$ cat config.mk
export PLATFORM = sky130hd
export DESIGN_NAME = l2_tag_array
export DESIGN_NICKNAME = d
export VERILOG_FILES = /design/src/common/l2_cache_pkg.sv /design/src/l2_cache/l2_tag_array.sv
export SDC_FILE = /design/constraint.sdc
export NUM_CORES = 2
export LEC_CHECK = 0
export BUFFER_PORTS_ARGS = -buffer_cell sky130_fd_sc_hd__clkbuf_2
export CORE_ASPECT_RATIO = 2
export CORE_MARGIN = 2
export CORE_UTILIZATION = 25
export CTS_BUF_LIST = sky130_fd_sc_hd__clkbuf_2 sky130_fd_sc_hd__clkbuf_4 sky130_fd_sc_hd__clkbuf_8
export CTS_CLUSTER_SIZE = 28
export DETAILED_ROUTE_END_ITERATION = 8
export GPL_ROUTABILITY_DRIVEN = 0
export HOLD_SLACK_MARGIN = 0.05
export PLACE_DENSITY = 0.47
export SLEW_MARGIN = 10
export SYNTH_ARGS = -nofsm -noshare
export SYNTH_HDL_FRONTEND = slang
export SYNTH_SLANG_ARGS = --single-unit
export TNS_END_PERCENT = 50
$ cat constraint.sdc
create_clock -name clk_i -period 3.65 [get_ports clk_i]
set_clock_uncertainty 0.15 [all_clocks]
set_input_delay 0.1825 -clock clk_i [delete_from_list [all_inputs] [get_ports clk_i]]
set_output_delay 0.1825 -clock clk_i [all_outputs]
set_load 0.02 [all_outputs]
$ cat src/common/l2_cache_pkg.sv
`default_nettype none

package l2_cache_pkg;

    // processor side widths
    localparam int ADDR_W = 32;
    localparam int DATA_W = 32;

    // fixed 8-way tree
    localparam int NUM_WAYS = 8;
    localparam int WAY_W = 3;

    // byte address, bits 1..0 ignored, then set, then tag
    typedef logic [ADDR_W-1:0] addr_t;
    typedef logic [WAY_W-1:0] way_t;

    typedef enum logic [2:0] {
        IDLE,
        LOOKUP,
        MEM_RD,
        FILL,
        MEM_WR,
        RESP
    } ctrl_state_e;

    typedef enum logic {
        MEM_READ,
        MEM_WRITE
    } mem_op_e;

    // held stable by the controller until ack
    typedef struct packed {
        logic valid;
        mem_op_e op;
        addr_t addr;
        logic [DATA_W-1:0] wdata;
    } mem_req_t;

    // ack is a single-cycle pulse
    typedef struct packed {
        logic ack;
        logic [DATA_W-1:0] rdata;
    } mem_rsp_t;

    typedef struct packed {
        logic hit;
        way_t way;
    } lookup_t;

endpackage

`default_nettype wire

$ cat src/l2_cache/l2_tag_array.sv
`timescale 1ns/1ps
`default_nettype none

module l2_tag_array import l2_cache_pkg::*; #(
    parameter int SET_W = 4
) (
    input  logic    clk_i,
    input  logic    rst_ni,
    input  addr_t   addr_i,
    input  logic    fill_i,
    input  way_t    fill_way_i,
    output lookup_t lookup_o
);

    localparam int NUM_SETS = 1 << SET_W;
    localparam int TAG_W = ADDR_W - SET_W - 2;

    logic [SET_W-1:0] set_idx;
    logic [TAG_W-1:0] tag;
    logic [NUM_SETS-1:0][NUM_WAYS-1:0] valid_q;
    logic [TAG_W-1:0] tag_q [NUM_SETS][NUM_WAYS];
    logic [NUM_WAYS-1:0] hit_vec;

    // word address split into set and tag
    assign set_idx = addr_i[SET_W+1:2];
    assign tag     = addr_i[ADDR_W-1:SET_W+2];

    // compare all ways of the set at once, then encode
    always_comb begin
        lookup_o.way = '0;
        for (int w = 0; w < NUM_WAYS; w++) begin
            hit_vec[w] = valid_q[set_idx][w] && (tag_q[set_idx][w] == tag);
            if (hit_vec[w]) lookup_o.way = way_t'(w);
        end
        lookup_o.hit = |hit_vec;
    end

    // valid bits start clear
    always_ff @(posedge clk_i) begin
        if (!rst_ni) begin
            valid_q <= '0;
        end else if (fill_i) begin
            valid_q[set_idx][fill_way_i] <= 1'b1;
        end
    end

    // tag storage, qualified by valid
    always_ff @(posedge clk_i) begin
        if (fill_i) begin
            tag_q[set_idx][fill_way_i] <= tag;
        end
    end

    // fills only go to missing addresses, so a tag lives in one way
    a_one_hit: assert property (
        @(posedge clk_i) disable iff (!rst_ni)
        $onehot0(hit_vec)
    );

endmodule

`default_nettype wire

## Word level (Yosys, flattened, before mapping)

Memory sizes are Yosys's and may differ from the RTL's.
Index checks and enable logic that the tools add are counted.

- Bits in registers: 128
- Bits in latches: 0
- Bits in writable memories: 3328
- Memory bits (read-only): 0
- Input bits: 38
- Output and inout port bits: 4
- Memories: 1

- $add $sub $neg: 0
- Multiply operators: 0
- Div/mod/pow operators: 0
- Order comparisons: 6
- Equal/unequal tests: 8
- Shifts and indexed selects: 0
- Muxes and demuxes: 17
- Bitwise operators: 2
- Reductions and logical operators: 12

Memories:

| memory | depth | width | rd ports | clocked after Yosys merged registers in | wr ports | RTL line | source |
|---|---|---|---|---|---|---|---|
| tag_q | 16 | 208 | 1 | 0 | 1 | l2_tag_array.sv:21 | `logic [TAG_W-1:0] tag_q [NUM_SETS][NUM_WAYS];` |

Operators with widths:

| kind | number |
|---|---|
| $eq 26x26->1 | 8 |
| $mux 208 | 1 |
| $or 128x128->128 | 1 |
| $demux 26 s3 | 1 |
| $bmux 8 s4 | 1 |
| $demux 8 s4 | 1 |
| $mux 26 | 1 |
| $mux 3 | 6 |
| $mux 8 | 2 |
| $logic_and 1x1->1 | 11 |
| $reduce_or 8->1 | 1 |
| $lt 4x5->1 const B | 1 |
| $ge 4x1->1 const B | 1 |
| $ge 4x4->1 const B | 1 |
| $lt 3x4->1 const B | 1 |
| $lt 4x1->1 const B | 1 |
| $not 3->4 | 1 |
| $demux 1 s3 | 1 |
| $ge 3x1->1 const B | 1 |
| $mux 1 | 3 |

## Longest topological paths before layout

- Depth in word-level cells: 10
- Mapped depth: 17
- Gate-level depth less buffers: 10

## Least setup slack after synthesis

Ideal clock, no wire load.

- Path type: input to output
- Start point: input addr_i[3]
- End point: output lookup_o[0] (netlist name)
- Data arrival time: 3155 ps
- Required time: 3317 ps
- Slack: 163 ps
- Stages: 14
- Path buffers: 5
- Path through: buf_2 -> buf_4 -> buf_4 -> buf_2 -> clkbuf_1 -> mux4_2 -> mux4_2 -> xnor2_1 -> nand4_1 -> nor4b_1 -> nand4_1 -> a21boi_1 -> o21ai_1 -> a21bo_1

RTL lines:

| element | RTL line | source |
|---|---|---|
| start, declared | l2_tag_array.sv:9 | `input addr_t addr_i,` |
| end, declared | l2_tag_array.sv:12 | `output lookup_t lookup_o` |

==> impl_summary.log <==
[metrics] first-pass GRT wire length: between 600 and 700 mm
[metrics] Post-Syn Instances: roughly 6100
[metrics] number of global-route vias before repair: about 74000
[metrics] Clk pin slew, worst setup/hold paths: ~0.07 ns
[metrics] worst hold slack: ~0.13 ns
[metrics] via count of the routed design: approximately 69000
[metrics] final count of pins violating max slew: 0
[metrics] fraction of the core area covered by cells at the end of the flow: between 30% and 40%
[metrics] clk_lat worst skew: roughly 1.1 ns
[metrics] crit path setup slack, layout: -1.23 ns
[metrics] post-route setup TNS: -4.77 ns
[metrics] Rows: roughly 380
[metrics] count of unique library cells instantiated by Yosys: 77
[metrics] origin of the worst setup path: tag_q[15][61]
[metrics] largest voltage drop on the vdd net: 302 uV
[metrics] clock tree root buffer cell: clkbuf_8
[metrics] path type of the worst setup path: flop to output pin
[metrics] number of levels the H-tree was split into: 5
[metrics] FF-to-FF Start: valid_q[79]
[metrics] RSZ-0062 raised after global routing: yes
[metrics] cell-by-cell trace of the critical path: mux4_2 > xnor2_1 > a2111oi_0 > buf_4 > a31oi_1 > o32ai_1 > nand4_1 > buf_6 > nor2b_4 > a21o_4 > clkbuf_8
[metrics] Hold Crit Start: addr_i[28]
[metrics] Synthesized Nets: between 6000 and 7000
[metrics] Crit Path Max Fanout: 3
[metrics] clock buffer depth: 4
[metrics] routed wire length per instance: 30.8 um
[metrics] gr usage total: between 15 and 20%
[metrics] Max Fclk: 205 MHz
[metrics] synthesized area: 0.135 mm^2
[metrics] CP max-delay cell: mux4_2
[metrics] Die Footprint: approximately 0.55 mm^2
[metrics] violations in the final reports: setup timing
[metrics] class of the tightest hold or removal check: input pin to flop
[metrics] post-route clock period utilization: 134%
[metrics] number of antenna violations at the first check in global routing: 38
[metrics] critical path's largest stage delay: roughly 0.5 ns
[metrics] Area contributors post-synth: edfxtp_1 74%, mux4_2 15%, dfxtp_1 1.9%
[metrics] top-count cell post-synth: edfxtp_1
[metrics] ratio of cells with drive above 1 in the final layout: a little under two fifths
[metrics] power density over the cells: roughly 490 mW/mm^2
[metrics] leakage: just over 50 nW
[metrics] min Tclk post-route: about 4.9 ns
[metrics] headroom to the max-slew limit: roughly 15%
[metrics] leading post-synthesis cells by instance count: 3328 x edfxtp_1, 889 x mux4_2, 255 x mux2i_1
[metrics] Placed Area: approximately 0.15 mm^2
[metrics] flops & latches, synth: 3456
[metrics] register area share after synthesis: around three quarters
[metrics] initial standard-cell utilization of the core: about a quarter
[metrics] number of input and output port buffers inserted: 39
[metrics] largest net degree at the start of global routing: between 70 and 80
[metrics] crit path capture type: output pin
[metrics] Req. time, crit path: around 3.3 ns
[metrics] reported max-cap violation count: 0
[metrics] FFs w/ async S/R, synth: 0%
[metrics] floorplan die width: 523 um
[metrics] area fraction of the dominant cell type after synthesis: between 70% and 80%
[metrics] floorplan core area: between 0.5 and 0.6 mm^2
[metrics] TritonCTS buffer count: approximately 440
[metrics] number of primary I/O pins: between 40 and 50
[metrics] Slew @ Worst Pin: between 1 and 1.5 ns
[metrics] non-filler instance count after layout: 14774
[metrics] multi-input logic area: 0.0316 mm^2
[metrics] Worst setup SP type: flop
[metrics] clock net sink count: around 3500
[metrics] Main synth FF type: edfxtp_1
[metrics] HPWL after detailed placement: roughly 290 mm
[metrics] arrival time reported for the critical path endpoint: ~4.6 ns
[metrics] global route overflow: 0
[metrics] sum of routed wire length over all layers: ~460 mm
[metrics] final net count: around 7300
[metrics] number of synthesized flops with an enable pin: ~3300
[metrics] area of all sequential standard cells: 0.102 mm^2
[metrics] final count of hold timing violations: 0
[metrics] cell accounting for the most synthesized area: edfxtp_1
[metrics] Area growth, synth to finish: 21.3%
[metrics] FILL cells: between 50000 and 60000
[metrics] per-instance average area after synthesis: 22.1 um^2
[metrics] Non-Filler Cell Area, Final: between 0.15 and 0.2 mm^2
[metrics] die height: approximately 1.0 mm
[metrics] first-pass iteration count of the detailed router: 8
[metrics] # DRC: 0
[metrics] DP Cell Count: approximately 14000
[metrics] residual antenna-violating net count after detailed routing: 0
[metrics] drt initial violations: roughly 5600
[metrics] status: finished with violations
[metrics] Yosys warning total: 0
[metrics] number of setup violations in the final report: 4
[metrics] per-cell via count in the routed design: 4.65
[metrics] CTS tree: yes
[critical path: cells and delay by family (launching register included)]
family,cells,cell delay (ns)
compound gates,4,1.11
xor+xnor,1,0.17
buf+inv,3,0.64
flops,1,0.38
mux,1,0.49
simple gates,2,0.65
[through the flow]
step | setup WS, ns | power, mW
final | -1.23 | 80.4
after global placement | -2.47 | 50.1
after floorplan | 0.163 | 47.0
after global routing | -1.23 | 82.7
after detailed placement | -1.41 | 50.1
after CTS | -1.30 | 81.2
[cell families (layout without fill, tap and decap cells)]
family / count (synthesis) / count (layout) / synth area share [%]
DFF: 3456 / 3456 / 76.0
buffers and inverters: 368 / 1928 / 1.63
and+or+nand+nor: 471 / 471 / 1.55
other: 0 / 16 / 0
muxes: 1170 / 1170 / 17.2
AOI/OAI and AO/OA: 485 / 485 / 2.55
xor gates and xnor gates: 163 / 163 / 1.06
[repair_timing]
item                       in CTS  in global routing
setup endpoints to repair       4                  4
gates resized for setup        67                 21
setup buffers                   2                  0
hold buffers                  107                  0
pin swaps                      23                  9
hold endpoints to repair     3219                  0
[layer usage]
layer	wire (um)	up-vias	track usage (%)	part of all wire (%)
met4	25700	10	8.33	5.6
met3	18000	696	1.84	3.9
li1	-	28190	-	-
met2	258000	1940	32.0	57
met1	154000	37912	16.9	34
met5	74	-	0	0.016
[area by class of cell]
| type | instances | share of cell area [%] |
|---|---|---|
| flip-flops and latches | 3456 | 62.7 |
| multi-input cells | 2289 | 19.3 |
| repair buffers | 1096 | 6.77 |
| well taps | 7085 | 5.42 |
| clock buffers | 572 | 4.41 |
| clock inverters | 234 | 1.33 |
| inverters | 26 | 0.0742 |
| diodes | 16 | 0.0245 |
[flip-flops by register name, indices dropped and copies added, names as in the netlist]
register and cells:
valid_q 128, tag_q 3328
[cell usage in the layout, fill, tap and decap left out, types with 30 or more instances in the layout]
master / synthesis / final
edfxtp_1: 3328 / 3328
mux4_2: 889 / 889
buf_4: 77 / 793
clkbuf_8: 0 / 470
mux2i_1: 255 / 244
buf_12: 6 / 189
nand2_1: 149 / 146
xnor2_1: 139 / 139
o21a_1: 129 / 129
dfxtp_1: 128 / 128
nor2_4: 0 / 119
clkinv_1: 10 / 105
clkbuf_4: 2 / 105
clkinv_2: 0 / 72
o21ai_0: 68 / 67
dlygate4sd3_1: 0 / 65
a21oi_1: 59 / 58
nor2_1: 184 / 55
bufinv_16: 0 / 41
a22oi_1: 35 / 33
o22ai_1: 33 / 33
buf_6: 36 / 30
[path summary, 6_finish.rpt]
kind / slack, ns / cells after the start / endpoint
hold reg to reg: 0.31 / 1 / valid_q[56]
hold / removal: 0.13 / 6 / tag_q[4][204]
setup / recovery: -1.23 / 11 / lookup_o[1]
setup reg to reg: 2.88 / 1 / valid_q[79]
[report_power, final]
group	total (mW)	internal, mW	switching, mW
Combinational	5.92	2.40	3.53
Clock	30.8	15.9	15.0
Sequential	43.6	43.6	0.0361
Total	80.4	61.8	18.5
No activity file was read; power rests on OpenSTA's default activity.
