## config.mk

```make
export PLATFORM = sky130hd
export DESIGN_NAME = l2_cache_ctrl
export DESIGN_NICKNAME = d
export VERILOG_FILES = /design/src/common/l2_cache_pkg.sv /design/src/l2_cache/l2_cache_ctrl.sv
export SDC_FILE = /design/constraint.sdc
export NUM_CORES = 1
export LEC_CHECK = 0
export BUFFER_PORTS_ARGS = -buffer_cell sky130_fd_sc_hd__buf_4
export CAP_MARGIN = 20
export CELL_PAD_IN_SITES_DETAIL_PLACEMENT = 0
export CELL_PAD_IN_SITES_GLOBAL_PLACEMENT = 1
export CORE_MARGIN = 10
export CORE_UTILIZATION = 25
export CTS_CLUSTER_SIZE = 24
export DETAILED_ROUTE_END_ITERATION = 7
export PLACE_DENSITY_LB_ADDON = 0.1
export SYNTH_ARGS = -nofsm -noshare
export SYNTH_HDL_FRONTEND = slang
export SYNTH_SLANG_ARGS = --single-unit
```

## constraint.sdc

```tcl
create_clock -name clk_i -period 2.5 [get_ports clk_i]
set_input_delay 0.125 -clock clk_i [delete_from_list [all_inputs] [get_ports clk_i]]
set_output_delay 0.125 -clock clk_i [all_outputs]
set_load 0.02 [all_outputs]
```

## src/common/l2_cache_pkg.sv

```systemverilog
`default_nettype none

package l2_cache_pkg;

    // processor side widths
    localparam int ADDR_W = 32;
    localparam int DATA_W = 32;

    // fixed 8-way tree
    localparam int NUM_WAYS = 8;
    localparam int WAY_W = 3;

    // byte address, bits 1..0 ignored, then set, then tag
    typedef logic [ADDR_W-1:0] addr_t;
    typedef logic [WAY_W-1:0] way_t;

    typedef enum logic [2:0] {
        IDLE,
        LOOKUP,
        MEM_RD,
        FILL,
        MEM_WR,
        RESP
    } ctrl_state_e;

    typedef enum logic {
        MEM_READ,
        MEM_WRITE
    } mem_op_e;

    // held stable by the controller until ack
    typedef struct packed {
        logic valid;
        mem_op_e op;
        addr_t addr;
        logic [DATA_W-1:0] wdata;
    } mem_req_t;

    // ack is a single-cycle pulse
    typedef struct packed {
        logic ack;
        logic [DATA_W-1:0] rdata;
    } mem_rsp_t;

    typedef struct packed {
        logic hit;
        way_t way;
    } lookup_t;

endpackage

`default_nettype wire

```

## src/l2_cache/l2_cache_ctrl.sv

```systemverilog
`timescale 1ns/1ps
`default_nettype none

module l2_cache_ctrl import l2_cache_pkg::*; #(
    parameter int SET_W = 4
) (
    input  logic              clk_i,
    input  logic              rst_ni,
    input  addr_t             paddr_i,
    input  logic              psel_i,
    input  logic              penable_i,
    input  logic              pwrite_i,
    input  logic [DATA_W-1:0] pwdata_i,
    output logic [DATA_W-1:0] prdata_o,
    output logic              pready_o,
    input  lookup_t           lookup_i,
    input  logic [DATA_W-1:0] hit_data_i,
    input  way_t              victim_i,
    output logic              tag_fill_o,
    output way_t              fill_way_o,
    output logic              data_we_o,
    output way_t              data_way_o,
    output logic [DATA_W-1:0] data_o,
    output logic              plru_touch_o,
    output way_t              touch_way_o,
    output mem_req_t          mem_req_o,
    input  mem_rsp_t          mem_rsp_i
);

    ctrl_state_e state_q;
    ctrl_state_e state_d;
    logic hit_q;
    way_t way_q;
    way_t victim_q;
    logic [DATA_W-1:0] rdata_q;

    always_comb begin
        state_d = state_q;
        unique case (state_q)
            // wait for the access phase
            IDLE: if (psel_i && penable_i) state_d = LOOKUP;
            // writes always go through, reads only on miss
            LOOKUP: begin
                if (pwrite_i) state_d = MEM_WR;
                else if (lookup_i.hit) state_d = RESP;
                else state_d = MEM_RD;
            end
            MEM_RD: if (mem_rsp_i.ack) state_d = FILL;
            FILL: state_d = RESP;
            MEM_WR: if (mem_rsp_i.ack) state_d = RESP;
            RESP: state_d = IDLE;
            default: state_d = IDLE;
        endcase
    end

    always_ff @(posedge clk_i) begin
        if (!rst_ni) begin
            state_q <= IDLE;
            hit_q   <= 1'b0;
        end else begin
            state_q <= state_d;
            if (state_q == LOOKUP) hit_q <= lookup_i.hit;
        end
    end

    // hit way, victim and read word
    always_ff @(posedge clk_i) begin
        if (state_q == LOOKUP) begin
            way_q   <= lookup_i.way;
            rdata_q <= hit_data_i;
        end
        // victim frozen as the miss starts
        if (state_q == LOOKUP && state_d == MEM_RD) victim_q <= victim_i;
        if (state_q == MEM_RD && mem_rsp_i.ack) rdata_q <= mem_rsp_i.rdata;
    end

    assign pready_o = (state_q == RESP);
    assign prdata_o = rdata_q;

    // memory request, APB holds paddr and pwdata for us
    assign mem_req_o.valid = (state_q == MEM_RD) || (state_q == MEM_WR);
    assign mem_req_o.op    = (state_q == MEM_WR) ? MEM_WRITE : MEM_READ;
    assign mem_req_o.addr  = paddr_i;
    assign mem_req_o.wdata = pwdata_i;

    // fill goes to the latched victim
    assign tag_fill_o = (state_q == FILL);
    assign fill_way_o = victim_q;

    // live hit way during lookup so the word can be captured
    always_comb begin
        if (state_q == LOOKUP) data_way_o = lookup_i.way;
        else if (state_q == FILL) data_way_o = victim_q;
        else data_way_o = way_q;
    end

    // fill writes the memory word, write hit the APB word
    assign data_we_o = (state_q == FILL) || (state_q == RESP && hit_q && pwrite_i);
    assign data_o    = (state_q == FILL) ? rdata_q : pwdata_i;

    // recency on every hit and every fill
    assign plru_touch_o = (state_q == FILL) || (state_q == RESP && hit_q);
    assign touch_way_o  = (state_q == FILL) ? victim_q : way_q;

    a_req_stable: assert property (
        @(posedge clk_i) disable iff (!rst_ni)
        mem_req_o.valid && !mem_rsp_i.ack |=> mem_req_o.valid && $stable(mem_req_o)
    );

    // pready only inside an APB access phase
    a_pready_resp: assert property (
        @(posedge clk_i) disable iff (!rst_ni)
        pready_o |-> (state_q == RESP) && psel_i && penable_i
    );

    // tag array still misses on the filling address
    a_fill_no_hit: assert property (
        @(posedge clk_i) disable iff (!rst_ni)
        tag_fill_o |-> !lookup_i.hit
    );

    // arrays index by paddr, so the set must hold during the access
    a_set_stable: assert property (
        @(posedge clk_i) disable iff (!rst_ni)
        (state_q != IDLE) |-> $stable(paddr_i[SET_W+1:2])
    );

endmodule

`default_nettype wire

```

=== Word level (Yosys, flattened, before mapping) ===
Index checks and enable logic that the tools add are counted.

* Register bits after elaboration: 42
* Logic and storage cells: 33
* Output and inout bits: 143
* Input port bits: 141

* Reduce and logical (&&, ||, !) cells: 10
* Multiplexer cells: 12
* Equal/unequal tests: 6

{| class="wikitable"
|+ Operator list
! kind !! count
|-
| $mux W32 || 3
|-
| $mux W3 || 7
|-
| $pmux W3 S5 || 1
|-
| $eq A3 B2 Y1 const B || 3
|-
| $eq A3 B3 Y1 const B || 2
|-
| $logic_and A1 B1 Y1 || 5
|-
| $eq A3 B1 Y1 const B || 1
|-
| $logic_not A3 Y1 || 1
|-
| $logic_or A1 B1 Y1 || 3
|-
| $reduce_bool A2 Y1 || 1
|-
| $mux W1 || 1
|}

=== Logic depth before layout (Yosys ltp) ===
* Depth after elaboration: 5
* Depth in mapped cells: 7
* Gate-level depth less buffers: 4

=== Worst setup path before layout ===
No wires, ideal clock.

* Path kind: register to register
* Start point: register state_q[0]
* End point: register rdata_q[0], in the netlist prdata_o[0] (enable)
* Path buffers: 2
* Cell stages (with the launch flop): 6
* Arrival time: 1.601 ns
* Data required time: 2.125 ns
* Setup time: 0.375 ns
* Path slack: 0.525 ns
* Clock period less this slack: 1.975 ns
* Path through: dfxtp_1 -> buf_4 -> or3b_1 -> buf_2 -> inv_1 -> or2_2

* Word-level cells in the longest chain between the ends: 3
* Elaborated cells between the ends (all ways): 4
* Classes of those cells: eq/ne (2); reduce/logical (2)

{| class="wikitable"
|+ RTL lines
! item !! line !! source
|-
| from (decl) || l2_cache_ctrl.sv:30 || <nowiki>ctrl_state_e state_q;</nowiki>
|-
| from (signal assigned) || l2_cache_ctrl.sv:61 || <nowiki>state_q <= state_d;</nowiki>
|-
| $eq A3 B2 Y1 || l2_cache_ctrl.sv:74 || <nowiki>if (state_q == MEM_RD && mem_rsp_i.ack) rdata_q <= mem_rsp_i.rdata;</nowiki>
|-
| $logic_and A1 B1 Y1 || l2_cache_ctrl.sv:74 ||
|-
| $reduce_bool A2 Y1 (no source line) (*) || -- ||
|-
| to (signal assigned) || l2_cache_ctrl.sv:70 || <nowiki>rdata_q <= hit_data_i;</nowiki>
|-
| to (signal assigned) || l2_cache_ctrl.sv:74 ||
|-
| to (decl) || l2_cache_ctrl.sv:35 || <nowiki>logic [DATA_W-1:0] rdata_q;</nowiki>
|}

Every way passes the cells marked *; elsewhere a longest branch is shown, timed or not.
A chain may end at the register's enable or synchronous reset.

=== Worst setup path after layout ===
* Start point: register state_q[0]
* End point: output data_way_o[1]

* Word-level cells in the longest chain between the ends: 3
* Elaborated cells between the ends (all ways): 4
* Classes of those cells: eq/ne (2); mux (2)

{| class="wikitable"
|+ RTL lines
! item !! line !! source
|-
| $eq A3 B2 Y1 || l2_cache_ctrl.sv:93 || <nowiki>else if (state_q == FILL) data_way_o = victim_q;</nowiki>
|-
| $mux W3 || l2_cache_ctrl.sv:93 ||
|-
| $mux W3 (*) || l2_cache_ctrl.sv:92 || <nowiki>if (state_q == LOOKUP) data_way_o = lookup_i.way;</nowiki>
|-
| to (decl) || l2_cache_ctrl.sv:22 || <nowiki>output way_t data_way_o,</nowiki>
|}

Marked as above.

==> results.yml <==
critical_path:
  cpMaxStageDelayCell: "dfxtp_1"
  worstPathCellList: "nand3b_4 -> inv_1 -> buf_4 -> nand2_1 -> a31oi_1 -> buf_4"
  path_buf_inv: 3
  crit_top_cell: "buf_4"
  endpoint_kind: "output port"
  cp.arrival_ps: 2040
  reg2reg_depth: 4
  critPathTopFamily: "buffers and inverters"
  max_stage_delay_ps: 560
  worstPathRequired_ps: 2380
  cp.depth: 6
  critPathKind: "reg2out"
  reg2reg_slack_ps: 470
  endpoint: "data_way_o[1]"
  r2r-end: "prdata_o[10]$_DFFE_PP_"
  startpoint: "state_q[0]$_SDFF_PN0_"
  cp-start-kind: "register"
  critPathMaxFanout: 21
  worstReg2RegStart: "state_q[0]$_SDFF_PN0_"
synth:
  yosysTopAreaCellShare: 0.3866
  seq_area_frac_synth: 0.4137
  yosys_warnings: 0
  synth_area_mm2: 0.002952
  yosys_register_bits: 42
  yosysMostFrequentCell: "nand2_1"
  synth_cell_types: 32
  yosys-top-cells-area: "edfxtp_1, buf_4, mux2_4"
  synth_area_leader_cell: "edfxtp_1"
  synth-edff-count: 38
  synth.top_cells.by_count: "nand2_1, buf_4, edfxtp_1"
  syn-num-nets: 435
  synthArstFlopShare: 0
  ys.flop_type: "edfxtp_1"
  syn_avg_cell_area_um2: 10.04
  synth_cells: 294
clocking:
  cts_tree: "done"
  clk_path_buf_depth: 2
  hold_buffers: 0
  numCtsBuffers: 5
  clkTransAtPathRegs_ps: 60
  clk_latency_ps: 280
  clkSinkCount: 42
  root_buffer: "clkbuf_16"
  postCtsSetupBuffers: 0
  ctsResizeCount: 0
  htreeDepth: 2
sta:
  fin_skew_ps: 5.619
  slew_headroom: 0.7097
  clock.fmax_mhz: 462.8
  slew_viol_final: 0
  rsz0062_at_grt: "false"
  period_share: 0.8644
  timing.hold.ws_ps: 17.20
  timing.final.hold_violations: 0
  tns_ps: 0
  min_period_ps: 2161
  finalSetupViolCount: 0
  tightest_slew_ps: 432.1
worst_hold_path:
  min_path_type: "in2reg"
die:
  start_util: 0.2574
  die_y_um: 128.7
  core_mm2: 0.01147
  io_pins: 284
  die_x_um: 128.7
  rows: 39
  die_area_mm2: 0.01655
route:
  drtAntennaViolNets: 0
  viasPerCell: 4.079
  drt-total-wl_mm: 10.66
  route.detailed.drc: 0
  wl_per_cell_um: 18.01
  first_pass_iters: 5
  vias: 2415
  drt-initial-drc-count: 54
pwr:
  vdd_ir_drop_max_mv: 0.2668
  p_total_w: 0.002111
  p_per_area_mw_per_mm2: 481.6
  p_leak_nw: 2.204
placement:
  dpl.hpwl_mm: 9.013
  io_buffer_count: 219
  gp_congestion: 0.7030
  place_inst: 584
finish:
  fin_cells: 592
  fillers: 1181
  diodes: 0
  final_layout_size_suffix_gt1_frac: 0.6058
  nets: 589
  synthToLayoutAreaGrowth_pct: 48.54
global_routing:
  globalRouteTotalUtil: 0.1152
  overflow: 0
  grt_first_pass_wirelength_mm: 14.95
  antenna_found_initial: 0
  grt_max_degree: 22
  grt_pass1_vias: 2598
run:
  max-cap-violations: 0
run_status:
  status: "finished clean"
worst min path at each step:
stage | cells past startpoint | start | slack, ps | to
after floorplan | 0 | victim_i[0] | 220 | fill_way_o[0]$_DFFE_PP_
after global placement | 0 | paddr_i[14] | 250 | mem_req_o[46]
after detailed placement | 0 | paddr_i[14] | 250 | mem_req_o[46]
after CTS | 1 | victim_i[0] | 8 | fill_way_o[0]$_DFFE_PP_
after global routing | 1 | victim_i[0] | 6 | fill_way_o[0]$_DFFE_PP_
final | 1 | victim_i[0] | 20 | fill_way_o[0]$_DFFE_PP_
power breakdown:
group	total (W)	internal [W]	leakage, nW	switching (W)
clock network	0.000715	0.000452	0.0832	0.000263
registers	0.000842	0.000816	0.381	0.0000265
logic	0.000554	0.000293	1.74	0.000261
registers in the layout, indices dropped and copies added (netlist names):
register / cells
fill_way_o: 3
state_q: 3
hit_q: 1
way_q: 3
prdata_o: 32
cells by family (layout without fill, tap and decap cells):
logic type	after synthesis	after routing	synth area share
compound gates	11	11	0.02374
xor+xnor	1	1	0.002968
buf+inv	81	236	0.2094
flops	42	42	0.4137
mux	33	33	0.1624
simple gates	126	126	0.1878
through the flow:
| step | util | instance area [µm²] | setup WS, ps |
|---|---|---|---|
| after global placement | 0.3678 | 4218 | 511.4 |
| after floorplan | - | 2952 | 524.7 |
| after detailed placement | 0.3678 | 4218 | 448.0 |
| after CTS | 0.3823 | 4384 | 284.0 |
| final | 0.3823 | 4384 | 339.1 |
| after global routing | 0.3823 | 4384 | 71.87 |
layer usage:
metal,track usage,up-vias,part of all wire
met2,0.2039,128,0.52
met4,0.03667,0,0.020
met5,0,-,0
li1,-,1213,-
met1,0.1135,1050,0.34
met3,0.06078,24,0.12
cell usage in the layout, fill, tap and decap left out, types with 2 or more instances in the layout:
cell,n
a31oi_1,3
buf_4,226
o21a_1,2
dfxtp_1,4
mux2_4,29
mux2_2,3
a21oi_1,3
or4bb_1,2
nor3_1,2
nand2_1,105
edfxtp_1,38
nor3b_1,3
clkbuf_16,5
clkbuf_8,3
inv_1,2
nor2_1,5
worst reg2reg max path, delay by kind of cell (launching register included):
family | cells | cell delay (ps)
buffers and inverters | 2 | 450
flip-flops | 1 | 560
AND/OR/NAND/NOR | 2 | 700
layout make-up:
type | count | area (µm²) | share of cell area
repair buffers | 226 | 1697 | 0.3870
flip-flops and latches | 42 | 1221 | 0.2785
multi-input cells | 171 | 1114 | 0.2540
well taps | 143 | 178.9 | 0.04081
clock buffers | 8 | 166.4 | 0.03796
inverters | 2 | 7.507 | 0.001712
Power figures use the tool's default switching activity.
