**src/common/l2_cache_pkg.sv**
```systemverilog
`default_nettype none

package l2_cache_pkg;

    // processor side widths
    localparam int ADDR_W = 32;
    localparam int DATA_W = 32;

    // fixed 8-way tree
    localparam int NUM_WAYS = 8;
    localparam int WAY_W = 3;

    // byte address, bits 1..0 ignored, then set, then tag
    typedef logic [ADDR_W-1:0] addr_t;
    typedef logic [WAY_W-1:0] way_t;

    typedef enum logic [2:0] {
        IDLE,
        LOOKUP,
        MEM_RD,
        FILL,
        MEM_WR,
        RESP
    } ctrl_state_e;

    typedef enum logic {
        MEM_READ,
        MEM_WRITE
    } mem_op_e;

    // held stable by the controller until ack
    typedef struct packed {
        logic valid;
        mem_op_e op;
        addr_t addr;
        logic [DATA_W-1:0] wdata;
    } mem_req_t;

    // ack is a single-cycle pulse
    typedef struct packed {
        logic ack;
        logic [DATA_W-1:0] rdata;
    } mem_rsp_t;

    typedef struct packed {
        logic hit;
        way_t way;
    } lookup_t;

endpackage

`default_nettype wire

```
**src/l2_cache/l2_plru.sv**
```systemverilog
`timescale 1ns/1ps
`default_nettype none

module l2_plru import l2_cache_pkg::*; #(
    parameter int SET_W = 4
) (
    input  logic             clk_i,
    input  logic             rst_ni,
    input  logic             touch_i,
    input  logic [SET_W-1:0] set_i,
    input  way_t             way_i,
    output way_t             victim_o
);

    // tree nodes in heap order: 0 root, 1..2 middle, 3..6 leaves
    // children of node i are 2i+1 (left) and 2i+2 (right)
    logic [6:0] node_en;
    logic [6:0] node_bit;

    // a touch always starts at the root
    assign node_en[0] = touch_i;

    for (genvar i = 0; i < 7; i++) begin : g_node
        // root stores way bit 2, middle bit 1, leaves bit 0
        localparam int LVL = (i == 0) ? 0 : ((i < 3) ? 1 : 2);

        if (i < 3) begin : g_inner
            // inner node passes the enable down the touched path
            l2_plru_node #(
                .SET_W(SET_W)
            ) u_node (
                .clk_i       (clk_i),
                .rst_ni      (rst_ni),
                .valid_i     (node_en[i]),
                .set_i       (set_i),
                .value_i     (way_i[WAY_W-1-LVL]),
                .load_left_o (node_en[2*i+1]),
                .load_right_o(node_en[2*i+2]),
                .bit_o       (node_bit[i])
            );
        end else begin : g_leaf
            // leaves have no children
            l2_plru_node #(
                .SET_W(SET_W)
            ) u_node (
                .clk_i       (clk_i),
                .rst_ni      (rst_ni),
                .valid_i     (node_en[i]),
                .set_i       (set_i),
                .value_i     (way_i[WAY_W-1-LVL]),
                .load_left_o (),
                .load_right_o(),
                .bit_o       (node_bit[i])
            );
        end
    end

    // victim walks away from the recent path
    always_comb begin
        victim_o[2] = ~node_bit[0];
        victim_o[1] = victim_o[2] ? ~node_bit[2] : ~node_bit[1];
        // leaf index = 3 + upper two victim bits
        victim_o[0] = ~node_bit[3 + victim_o[2:1]];
    end

endmodule

module l2_plru_node #(
    parameter int SET_W = 4
) (
    input  logic             clk_i,
    input  logic             rst_ni,
    input  logic             valid_i,
    input  logic [SET_W-1:0] set_i,
    input  logic             value_i,
    output logic             load_left_o,
    output logic             load_right_o,
    output logic             bit_o
);

    // one direction bit per set
    logic [(1<<SET_W)-1:0] bits_q;

    always_ff @(posedge clk_i) begin
        if (!rst_ni) begin
            bits_q <= '0;
        end else if (valid_i) begin
            bits_q[set_i] <= value_i;
        end
    end

    // enable only the child on the touched side
    assign load_left_o  = valid_i & ~value_i;
    assign load_right_o = valid_i & value_i;
    assign bit_o        = bits_q[set_i];

endmodule

`default_nettype wire

```
**config.mk**
```make
export PLATFORM = sky130hd
export DESIGN_NAME = l2_plru
export DESIGN_NICKNAME = d
export VERILOG_FILES = /design/src/common/l2_cache_pkg.sv /design/src/l2_cache/l2_plru.sv
export SDC_FILE = /design/constraint.sdc
export NUM_CORES = 1
export LEC_CHECK = 0
export ABC_AREA = 1
export ABC_CLOCK_PERIOD_IN_PS = 1700
export BUFFER_PORTS_ARGS = -buffer_cell sky130_fd_sc_hd__buf_2
export CORE_ASPECT_RATIO = 1.1
export CORE_MARGIN = 4
export CORE_UTILIZATION = 56
export DETAILED_ROUTE_END_ITERATION = 8
export GPL_TIMING_DRIVEN = 0
export PLACE_DENSITY_LB_ADDON = 0.3
export SLEW_MARGIN = 5
export SYNTH_ARGS = -nofsm -noshare
export SYNTH_HDL_FRONTEND = slang
export SYNTH_SLANG_ARGS = --single-unit
```
**constraint.sdc**
```tcl
create_clock -name clk_i -period 1.7 [get_ports clk_i]
set_clock_uncertainty 0.1 [all_clocks]
set_input_delay 0.17 -clock clk_i [delete_from_list [all_inputs] [get_ports clk_i]]
set_output_delay 0.17 -clock clk_i [all_outputs]
set_load 0.01 [all_outputs]
```
* Word level (Yosys, flattened, before mapping)
Cells that the tools add are included.
** Operators by class
- Div/mod/pow operators :: 0
- Equal/unequal tests :: 0
- Magnitude comparators :: 3
- Add/subtract/negate cells :: 1
- Multiplexer cells :: 26
- Bitwise operators :: 12
- Reductions and logical operators :: 1
- Shift-type cells :: 0
- $mul :: 0
** Operators by type and width (count)
- bitwise mux 16 bit :: 7
- binary-select mux 1 bit (select 4 bit) :: 7
- 2-to-1 mux 1 bit :: 10
- AND 1 bit :: 6
- NOT 1 bit :: 6
- less-than comparator 4 x 5 -> 1 bit (second input constant) :: 1
- demux 1 bit (select 4 bit) :: 1
- >= comparator 4 x 1 -> 1 bit (second input constant) :: 1
- less-than comparator 3 x 4 -> 1 bit (second input constant) :: 1
- adder 2 x 2 -> 3 bit (first input constant) :: 1
- binary-select mux 1 bit (select 3 bit) :: 1
- logical AND 1 bit :: 1
** Storage, ports and cells
- RAM bits :: 0
- Flip-flop bits (word level) :: 112
- Output and inout port bits :: 3
- Latch bits :: 0
- Memories :: 0
- ROM bits :: 0
- Input port bits :: 10
- Logic and storage cells :: 50

* Longest topological paths before layout
Gate-level depths: netlist (run 1).
- Depth after elaboration :: 8
- Depth in mapped cells :: 13
- Mapped depth without buffers :: 12

* By module
A second synthesis (run 1) with hierarchy kept.
** Unflattened totals
- Cells, all modules :: 975
- Area total of the unflattened synthesis :: 6297.3 um^2
** By module, submodules not included
- l2_plru_node :: area each 888.4 um^2, seq. area each 320.3 um^2, cells each 137, instances 7
- l2_plru :: area each 78.8 um^2, seq. area each 0.0 um^2, cells each 16, instances 1

* Worst setup path after synthesis (run 1)
No wires, ideal clock.
- Kind :: in2out
- Start point :: input set_i[0]
- End point :: output victim_o[0]
- Data arrival time :: 1.248 ns
- Path slack :: 0.182 ns
- Required time :: 1.430 ns
- Cell stages on the path :: 12
- Buffers on the path :: 2
- Cell sequence :: buf_4 -> buf_2 -> nand2_1 -> nand2_1 -> nand2_1 -> nand2_1 -> nand2_1 -> nand2_1 -> nor2_1 -> nand3_1 -> nand2_1 -> nor2_1
** On the way
- Elaborated cells between the ends (all ways) :: 22
- Classes of those cells :: add/sub: 1; mux: 17; bitwise: 4
** RTL lines
- start, declared :: line l2_plru.sv:10 : input logic [SET_W-1:0] set_i,
- binary-select mux 1 bit (select 4 bit) :: line l2_plru.sv:95 : assign bit_o = bits_q[set_i];
- 2-to-1 mux 1 bit (not written as such) :: line l2_plru.sv:95
- NOT 1 bit :: line l2_plru.sv:60 : victim_o[2] = ~node_bit[0];
- named net victim_o[2] :: line l2_plru.sv:12 : output way_t victim_o
- adder 2 x 2 -> 3 bit :: line l2_plru.sv:63 : victim_o[0] = ~node_bit[3 + victim_o[2:1]];
- binary-select mux 1 bit (select 3 bit) :: line l2_plru.sv:63
- 2-to-1 mux 1 bit (not written as such) :: line l2_plru.sv:63
- NOT 1 bit :: line l2_plru.sv:63
- end, declared :: line l2_plru.sv:12
The timed path passes the listed nets, and every way through them passes these cells. The select of a mux whose other input is x is not followed.

* Final worst setup path (run 1)
- Start point :: input set_i[0]
- End point :: output victim_o[0]
** On the way
- Cells in the longest elaborated chain, start to end :: 8
- Elaborated cells between the ends (all ways) :: 22
- Classes of those cells :: add/sub: 1; mux: 17; bitwise: 4
** Ends and longest elaborated chain
- binary-select mux 1 bit (select 4 bit) :: line l2_plru.sv:95
- 2-to-1 mux 1 bit (not written as such) :: line l2_plru.sv:95
- NOT 1 bit :: line l2_plru.sv:61 : victim_o[1] = victim_o[2] ? ~node_bit[2] : ~node_bit[1];
- 2-to-1 mux 1 bit :: line l2_plru.sv:61
- adder 2 x 2 -> 3 bit :: line l2_plru.sv:63
- binary-select mux 1 bit (select 3 bit) * :: line l2_plru.sv:63
- 2-to-1 mux 1 bit (not written as such) * :: line l2_plru.sv:63
- NOT 1 bit * :: line l2_plru.sv:63
Mark *: on every way between the ends. The rest lies on a longest branch, timed or not. The select of a mux whose other input is x is not followed.

==> results.tsv, run 1 <==
metric	value	unit
Rel. slew slack	52.88	%
antenna cell count	0	
vias in the first global route	5772	
Least-Margin Pin Slew	0.7068	ns
Post-route DRC	0	
vias	5991	
CTS tree	done	
Core Util, Final	64.06	%
max_cap viols	0	
Synth Instances	851	
Primary FF master, synth	dfxtp_1	
outcome	finished with violations	
clock buffer depth	2	
Yosys reg bits	112	
HP Class	input port to flop	
Netlist Area Pre-Place	0.005759	sq mm
maximum vdd drop	0.0004555	V
Hold-fix buffers, CTS	0	
share of cells above drive strength 1	19.34	%
asr flop ratio synth	0	%
routed length per placed instance	19.88	microns
Die Area	0.01197	sq mm
LEAKAGE	2.693	nW
Achievable Freq	0.5228	GHz
share of the clock period used by the worst path	112.5	%
area of the multi-input gates	0.003078	sq mm
critical path class	input port to output pin	
Reg area	0.002285	sq mm
# nets final	884	
GP Congestion	1.058	
Req. time, crit path	1.43	ns
largest net degree at the start of global routing	19	
H-tree levels	3	
RSZ-0062 raised after global routing	yes	
Post-synth EDFFs	0	
# fillers	956	
1st-iter DRT viols	690	
drt total wl	19860	microns
initial core utilization	57.96	%
FF-to-FF setup slack	0.84	ns
Crit. End Element	output pin	
TritonCTS Sinks	112	
Fin. Hold Viols	0	
Setup violations, final	2	
synthesized area per cell	6.768	sq um
CTS root buf	clkbuf_8	
TNS Setup	-0.3293	ns
power density over cell area	814.6	mW/mm^2
Synth Net Count	861	
Die Wd	104.7	microns
Overflow after GRT	0	
Arr. time, crit path	1.64	ns
via/cell ratio	5.997	
gr usage total	33.41	%
P&R area growth vs syn	10.54	%
Rows	38	
final non-filler cell total	999	
# port buffers	11	
clock-pin slew on the worst setup and hold paths	0.11	ns
Total Power	5.186	mW
post-synth cell types	29	
Worst setup SP type	input port	
chip height	114.4	microns
design area	0.006366	sq mm
failing checks	negative setup slack	
Final Max Tran Viols	0	
Pre-antenna DRT Iters	6	
io pins	13	
final period demand of the worst path	1.913	ns
Clk Latency, worst-skew pair	0.38	ns
YS warnings	0	
first-pass GRT wire length	30590	microns
DP Area	0.005964	sq mm
CP max FO	10	
Seq/Total Area, Yosys	38.93	%
placed cell count	982	
HPWL after DPL	14000	microns
CORE AREA	0.009937	sq mm
final worst slack	-0.2129	ns
antenna violations before repair	0	
Antenna Nets Post-Route	0	
Num CTS Buffers	9	
==> final cells by class <==
| cell class | count | area share (%) |
|---|---|---|
| multi-input combinational | 613 | 48.35 |
| sequential | 112 | 35.89 |
| inverter | 81 | 4.874 |
| buffer | 45 | 3.852 |
| tap | 120 | 2.358 |
| clock buffer | 10 | 2.162 |
| clock inverter | 6 | 1.435 |
| timing repair buffer | 12 | 1.081 |
==> cell usage after synthesis, types with 4 or more instances <==
library cell	count	share of area (%)
a21oi_1	85	7.4
inv_1	62	4.0
o21ai_0	51	4.4
inv_2	14	0.91
nand3_1	4	0.35
nand2_4	5	0.98
a311oi_1	31	4.7
nor2_1	111	7.2
buf_4	4	0.52
nor3_1	17	1.5
nor2_2	6	0.65
clkbuf_1	25	1.6
buf_2	15	1.3
nand2_1	253	16
a22oi_1	8	1.0
o21a_1	5	0.65
dfxtp_1	112	39
nor2_4	23	4.5
==> per-stage QoR <==
| stage | hold slack (ns) | worst slack, ns |
|---|---|---|
| after floorplan | 0.2084 | 0.1820 |
| after global placement | 0.3438 | -0.4426 |
| after detailed placement | 0.3511 | -0.4689 |
| after CTS | 0.01992 | -0.1822 |
| after global routing | 0.04489 | -0.3218 |
| final | 0.03660 | -0.2129 |
==> report_power, final <==
part           internal, mW  leakage, nW  switching [mW]
sequential             2.65        0.920          0.0147
combinational         0.172         1.66           0.511
clock                 0.879        0.110           0.961
==> sequential cells by signal, indices dropped and copies added (netlist names) <==
name                          flops
g_node.g_leaf.u_node.bits_q      64
g_node.g_inner.u_node.bits_q     48
==> layout by cell type, fill, tap and decap left out, drive strengths merged <==
cell,n
or2,1
clkbuf,35
nand3,4
a311oi,31
a21oi,85
nor3,18
dfxtp,112
o21a,5
o21ai,54
a22oi,8
buf,32
clkinv,4
inv,79
a211oi,1
clkinvlp,2
nand2,261
bufinv,2
nor2,142
o21bai,3
==> critical path: stages <==
cell and delay [ns]:
buf_2 0.09, buf_4 0.19, buf_2 0.30, nand2_1 0.10
nand2_1 0.07, nand2_1 0.08, nand2_1 0.09, nand2_1 0.06
nand2_2 0.09, nor2_4 0.05, nand3_2 0.05, nand2_1 0.04
nor2_1 0.10, buf_2 0.15
==> metal layers <==
| metal | global-route usage [%] | wire [microns] |
|---|---|---|
| met4 | 24.06 | 1527 |
| met2 | 51.46 | 8582 |
| met3 | 7.445 | 2056 |
| met1 | 41.46 | 7692 |
| met5 | 0 | 0 |
==> cells by family after synthesis <==
| group | synth area share (%) |
|---|---|
| simple gates | 33.02 |
| buf+inv | 9.037 |
| flops | 38.93 |
| compound gates | 19.01 |
==> worst paths after layout <==
path	startpoint	to	cells after the start
setup / recovery	set_i[0]	victim_o[0]	14
hold / removal	way_i[0]	g_node[5].g_leaf.u_node.bits_q[7]$_SDFFE_PN0P_	3
setup reg to reg	g_node[6].g_leaf.u_node.bits_q[4]$_SDFFE_PN0P_	g_node[6].g_leaf.u_node.bits_q[4]$_SDFFE_PN0P_	2
hold reg to reg	g_node[4].g_leaf.u_node.bits_q[8]$_SDFFE_PN0P_	g_node[4].g_leaf.u_node.bits_q[8]$_SDFFE_PN0P_	2
==> repair_timing <==
| item | 4_1_cts | 5_1_grt |
|---|---|---|
| gates resized for setup | 48 | 40 |
| pin swaps | 12 | 15 |
| buffers inserted | 1 | 0 |
| endpoints found under the hold margin | 0 | 0 |
| setup endpoints to repair | 3 | 3 |
(Power assumes the default switching activity.)
==> run 2: changes to the inputs <==
ABC_AREA = unset   (was 1)
==> results.tsv, run 2 <==
metric	value	unit	change
outcome	finished with violations		
failing checks	negative setup slack		
area leader, netlist	dfxtp_1		
Synth area leaders	dfxtp_1 (40%), mux2i_1 (9.2%), a21boi_0 (8.0%)		
design area	0.006110	sq mm	-4.0%
most frequent cells in the layout	dfxtp_1 (109), nand2_1 (62), a21boi_0 (60)		
H-tree levels	3		unchanged
Yosys reg bits	112		unchanged
share of the clock period used by the worst path	149.8	%	+37 points
Synth Net Count	596		-31%
TritonCTS Sinks	112		unchanged
Achievable Freq	0.3927	GHz	-25%
Hold-fix buffers, CTS	0		unchanged
Num CTS Buffers	9		unchanged
# nets final	611		-31%
Post-synth EDFFs	0		unchanged
# port buffers	3		-8
Arr. time, crit path	2.28	ns	+0.64 ns
largest net degree at the start of global routing	18		-1
GP Congestion	0.9459		-11%
antenna cell count	0		unchanged
Die Area	0.01173	sq mm	-2.0%
Rows	38		unchanged
CP cell instances	mux4_2 > mux4_2 > and3b_1 > nor4_4 > buf_2		
Worst R2R Start	g_node[0].g_inner.u_node.bits_q[7]$_SDFFE_PN0P_		
placed cell count	709		-28%
Synth top area share	39.80	%	+0.86 points
Fin. Hold Viols	0		unchanged
Worst path slowest cell	mux4_2		
vias in the first global route	4530		-22%
maximum vdd drop	0.0003582	V	-21%
post-synth cell types	30		+3.4%
final non-filler cell total	726		-27%
crit path buf inv count	1		-3
RSZ-0062 raised after global routing	yes		
P&R area growth vs syn	8.439	%	
asr flop ratio synth	0	%	unchanged
commonest non-fill, non-tap cell in the layout	dfxtp_1		
Largest register FFs	64		unchanged
LEAKAGE	2.145	nW	-20%
Post-route DRC	0		unchanged
vias	4669		-22%
io pins	13		unchanged
Total Power	4.591	mW	-11%
chip height	113.2	microns	-1.0%
FF-to-FF setup slack	0.90	ns	+0.06 ns
most instantiated cells after synthesis	dfxtp_1 (112), nand2_1 (62), a21boi_0 (60)		
CTS root buf	clkbuf_8		
gr usage total	27.24	%	-6.2 points
antenna violations before repair	0		unchanged
Worst setup SP type	flop		
Rel. slew slack	59.96	%	+7.1 points
Crit path largest cell delay	0.53	ns	+0.23 ns
synthesized area per cell	9.615	sq um	+42%
Clk Latency, worst-skew pair	0.38	ns	about the same
drt total wl	15400	microns	-22%
Overflow after GRT	0		unchanged
HPWL after DPL	11030	microns	-21%
hold_sp	rst_ni		
routed length per placed instance	21.21	microns	+6.7%
first-pass GRT wire length	24870	microns	-19%
top-count cell post-synth	dfxtp_1		
max_cap viols	0		unchanged
1st-iter DRT viols	488		-29%
share of cells above drive strength 1	14.03	%	-5.3 points
Hold Path Sink	g_node[1].g_inner.u_node.bits_q[4]$_SDFFE_PN0P_		
via/cell ratio	6.431		+7.2%
clock buffer depth	2		unchanged
WHS Path Cells	2		-1
CP max FO	2		-8
CTS tree	done		
Reg area	0.002246	sq mm	-1.7%
Die Wd	103.6	microns	-1.0%
Crit. End Element	output pin		
Synth Instances	586		-31%
Pre-antenna DRT Iters	5		-1
# fillers	819		-14%
area of the multi-input gates	0.003182	sq mm	+3.4%
Core Util, Final	62.08	%	-2.0 points
Antenna Nets Post-Route	0		unchanged
initial core utilization	57.25	%	-0.71 points
worst reg2reg path depth	2		unchanged
critical path class	flop to output pin		
DP Area	0.005822	sq mm	-2.4%
final worst slack	-0.8465	ns	-0.6336 ns
Netlist Area Pre-Place	0.005634	sq mm	-2.2%
clock-pin slew on the worst setup and hold paths	0.11	ns	about the same
power density over cell area	751.4	mW/mm^2	-7.8%
final period demand of the worst path	2.546	ns	+0.6336 ns
HP Class	input port to flop		
Final Max Tran Viols	0		unchanged
CORE AREA	0.009842	sq mm	-0.96%
Least-Margin Pin Slew	0.6007	ns	-0.1062 ns
Seq/Total Area, Yosys	39.80	%	+0.86 points
Top reg by flops	g_node.g_leaf.u_node.bits_q		
Req. time, crit path	1.43	ns	about the same
YS warnings	0		unchanged
TNS Setup	-2.044	ns	-1.715 ns
reg2reg end	g_node[0].g_inner.u_node.bits_q[7]$_SDFFE_PN0P_		
Top Family by Delay on Critical Path	multiplexers		
leading registers by flop count	g_node.g_leaf.u_node.bits_q x64, g_node.g_inner.u_node.bits_q x48		
Setup violations, final	3		+1
most used cell, CP	mux4_2		
Primary FF master, synth	dfxtp_1		
## run 2: report_power, final
group / internal, mW / switching (mW)
combinational: 0.152 / 0.300
sequential: 2.64 / 0.00854
clock: 0.569 / 0.923
total: 3.36 / 1.23
## run 2: stage by stage
step	setup WS (ns)	hold slack (ns)
floorplan	-0.3546	0.3386
global placement	-0.7821	0.3475
CTS	-0.8554	0.04973
finish	-0.8465	0.06798
detailed placement	-0.7846	0.3578
global route	-0.9080	0.08287
## run 2: how the worst max path moves through the flow
stage / depth (start not counted) / slack (ns) / end / startpoint
5_1_grt: 5 / -0.91 / victim_o[0] / g_node[5].g_leaf.u_node.bits_q[3]$_SDFFE_PN0P_
3_3_place_gp: 7 / -0.78 / victim_o[0] / set_i[1]
4_1_cts: 7 / -0.86 / victim_o[0] / g_node[0].g_inner.u_node.bits_q[3]$_SDFFE_PN0P_
3_5_place_dp: 7 / -0.78 / victim_o[0] / set_i[1]
6_report: 5 / -0.85 / victim_o[0] / g_node[5].g_leaf.u_node.bits_q[3]$_SDFFE_PN0P_
2_1_floorplan: 6 / -0.35 / victim_o[0] / set_i[0]
## run 2: metal layers
metal  GRT usage, %  part of all wire (%)
met4          10.82                   2.9
met2          42.45                    46
met1          36.38                    42
met5              0                     0
met3          7.302                   9.8
## run 2: logic make-up (layout without fill, tap and decap cells)
| family | count (synthesis) | count (layout) | share of synthesized area (%) |
|---|---|---|---|
| and+or+nand+nor | 238 | 238 | 22.25 |
| muxes | 83 | 83 | 22.23 |
| DFF | 112 | 112 | 39.80 |
| AOI/OAI and AO/OA | 92 | 92 | 11.06 |
| buffers and inverters | 61 | 81 | 4.664 |
## run 2: timing repair
action / 4_1_cts / 5_1_grt
gates resized for setup: 12 / 29
buffers inserted: 1 / 5
gates cloned: 0 / 0
setup endpoints to repair: 13 / 54
pin swaps: 4 / 3
endpoints found under the hold margin: 0 / 0
## run 2: area by class of cell
class,instances,share of cell area [%]
Tap cell,120,2.458
Buffer,56,4.546
Multi-Input combinational cell,413,52.08
Clock inverter,5,0.5325
Clock buffer,11,2.314
Sequential cell,112,36.76
Timing Repair Buffer,9,1.311
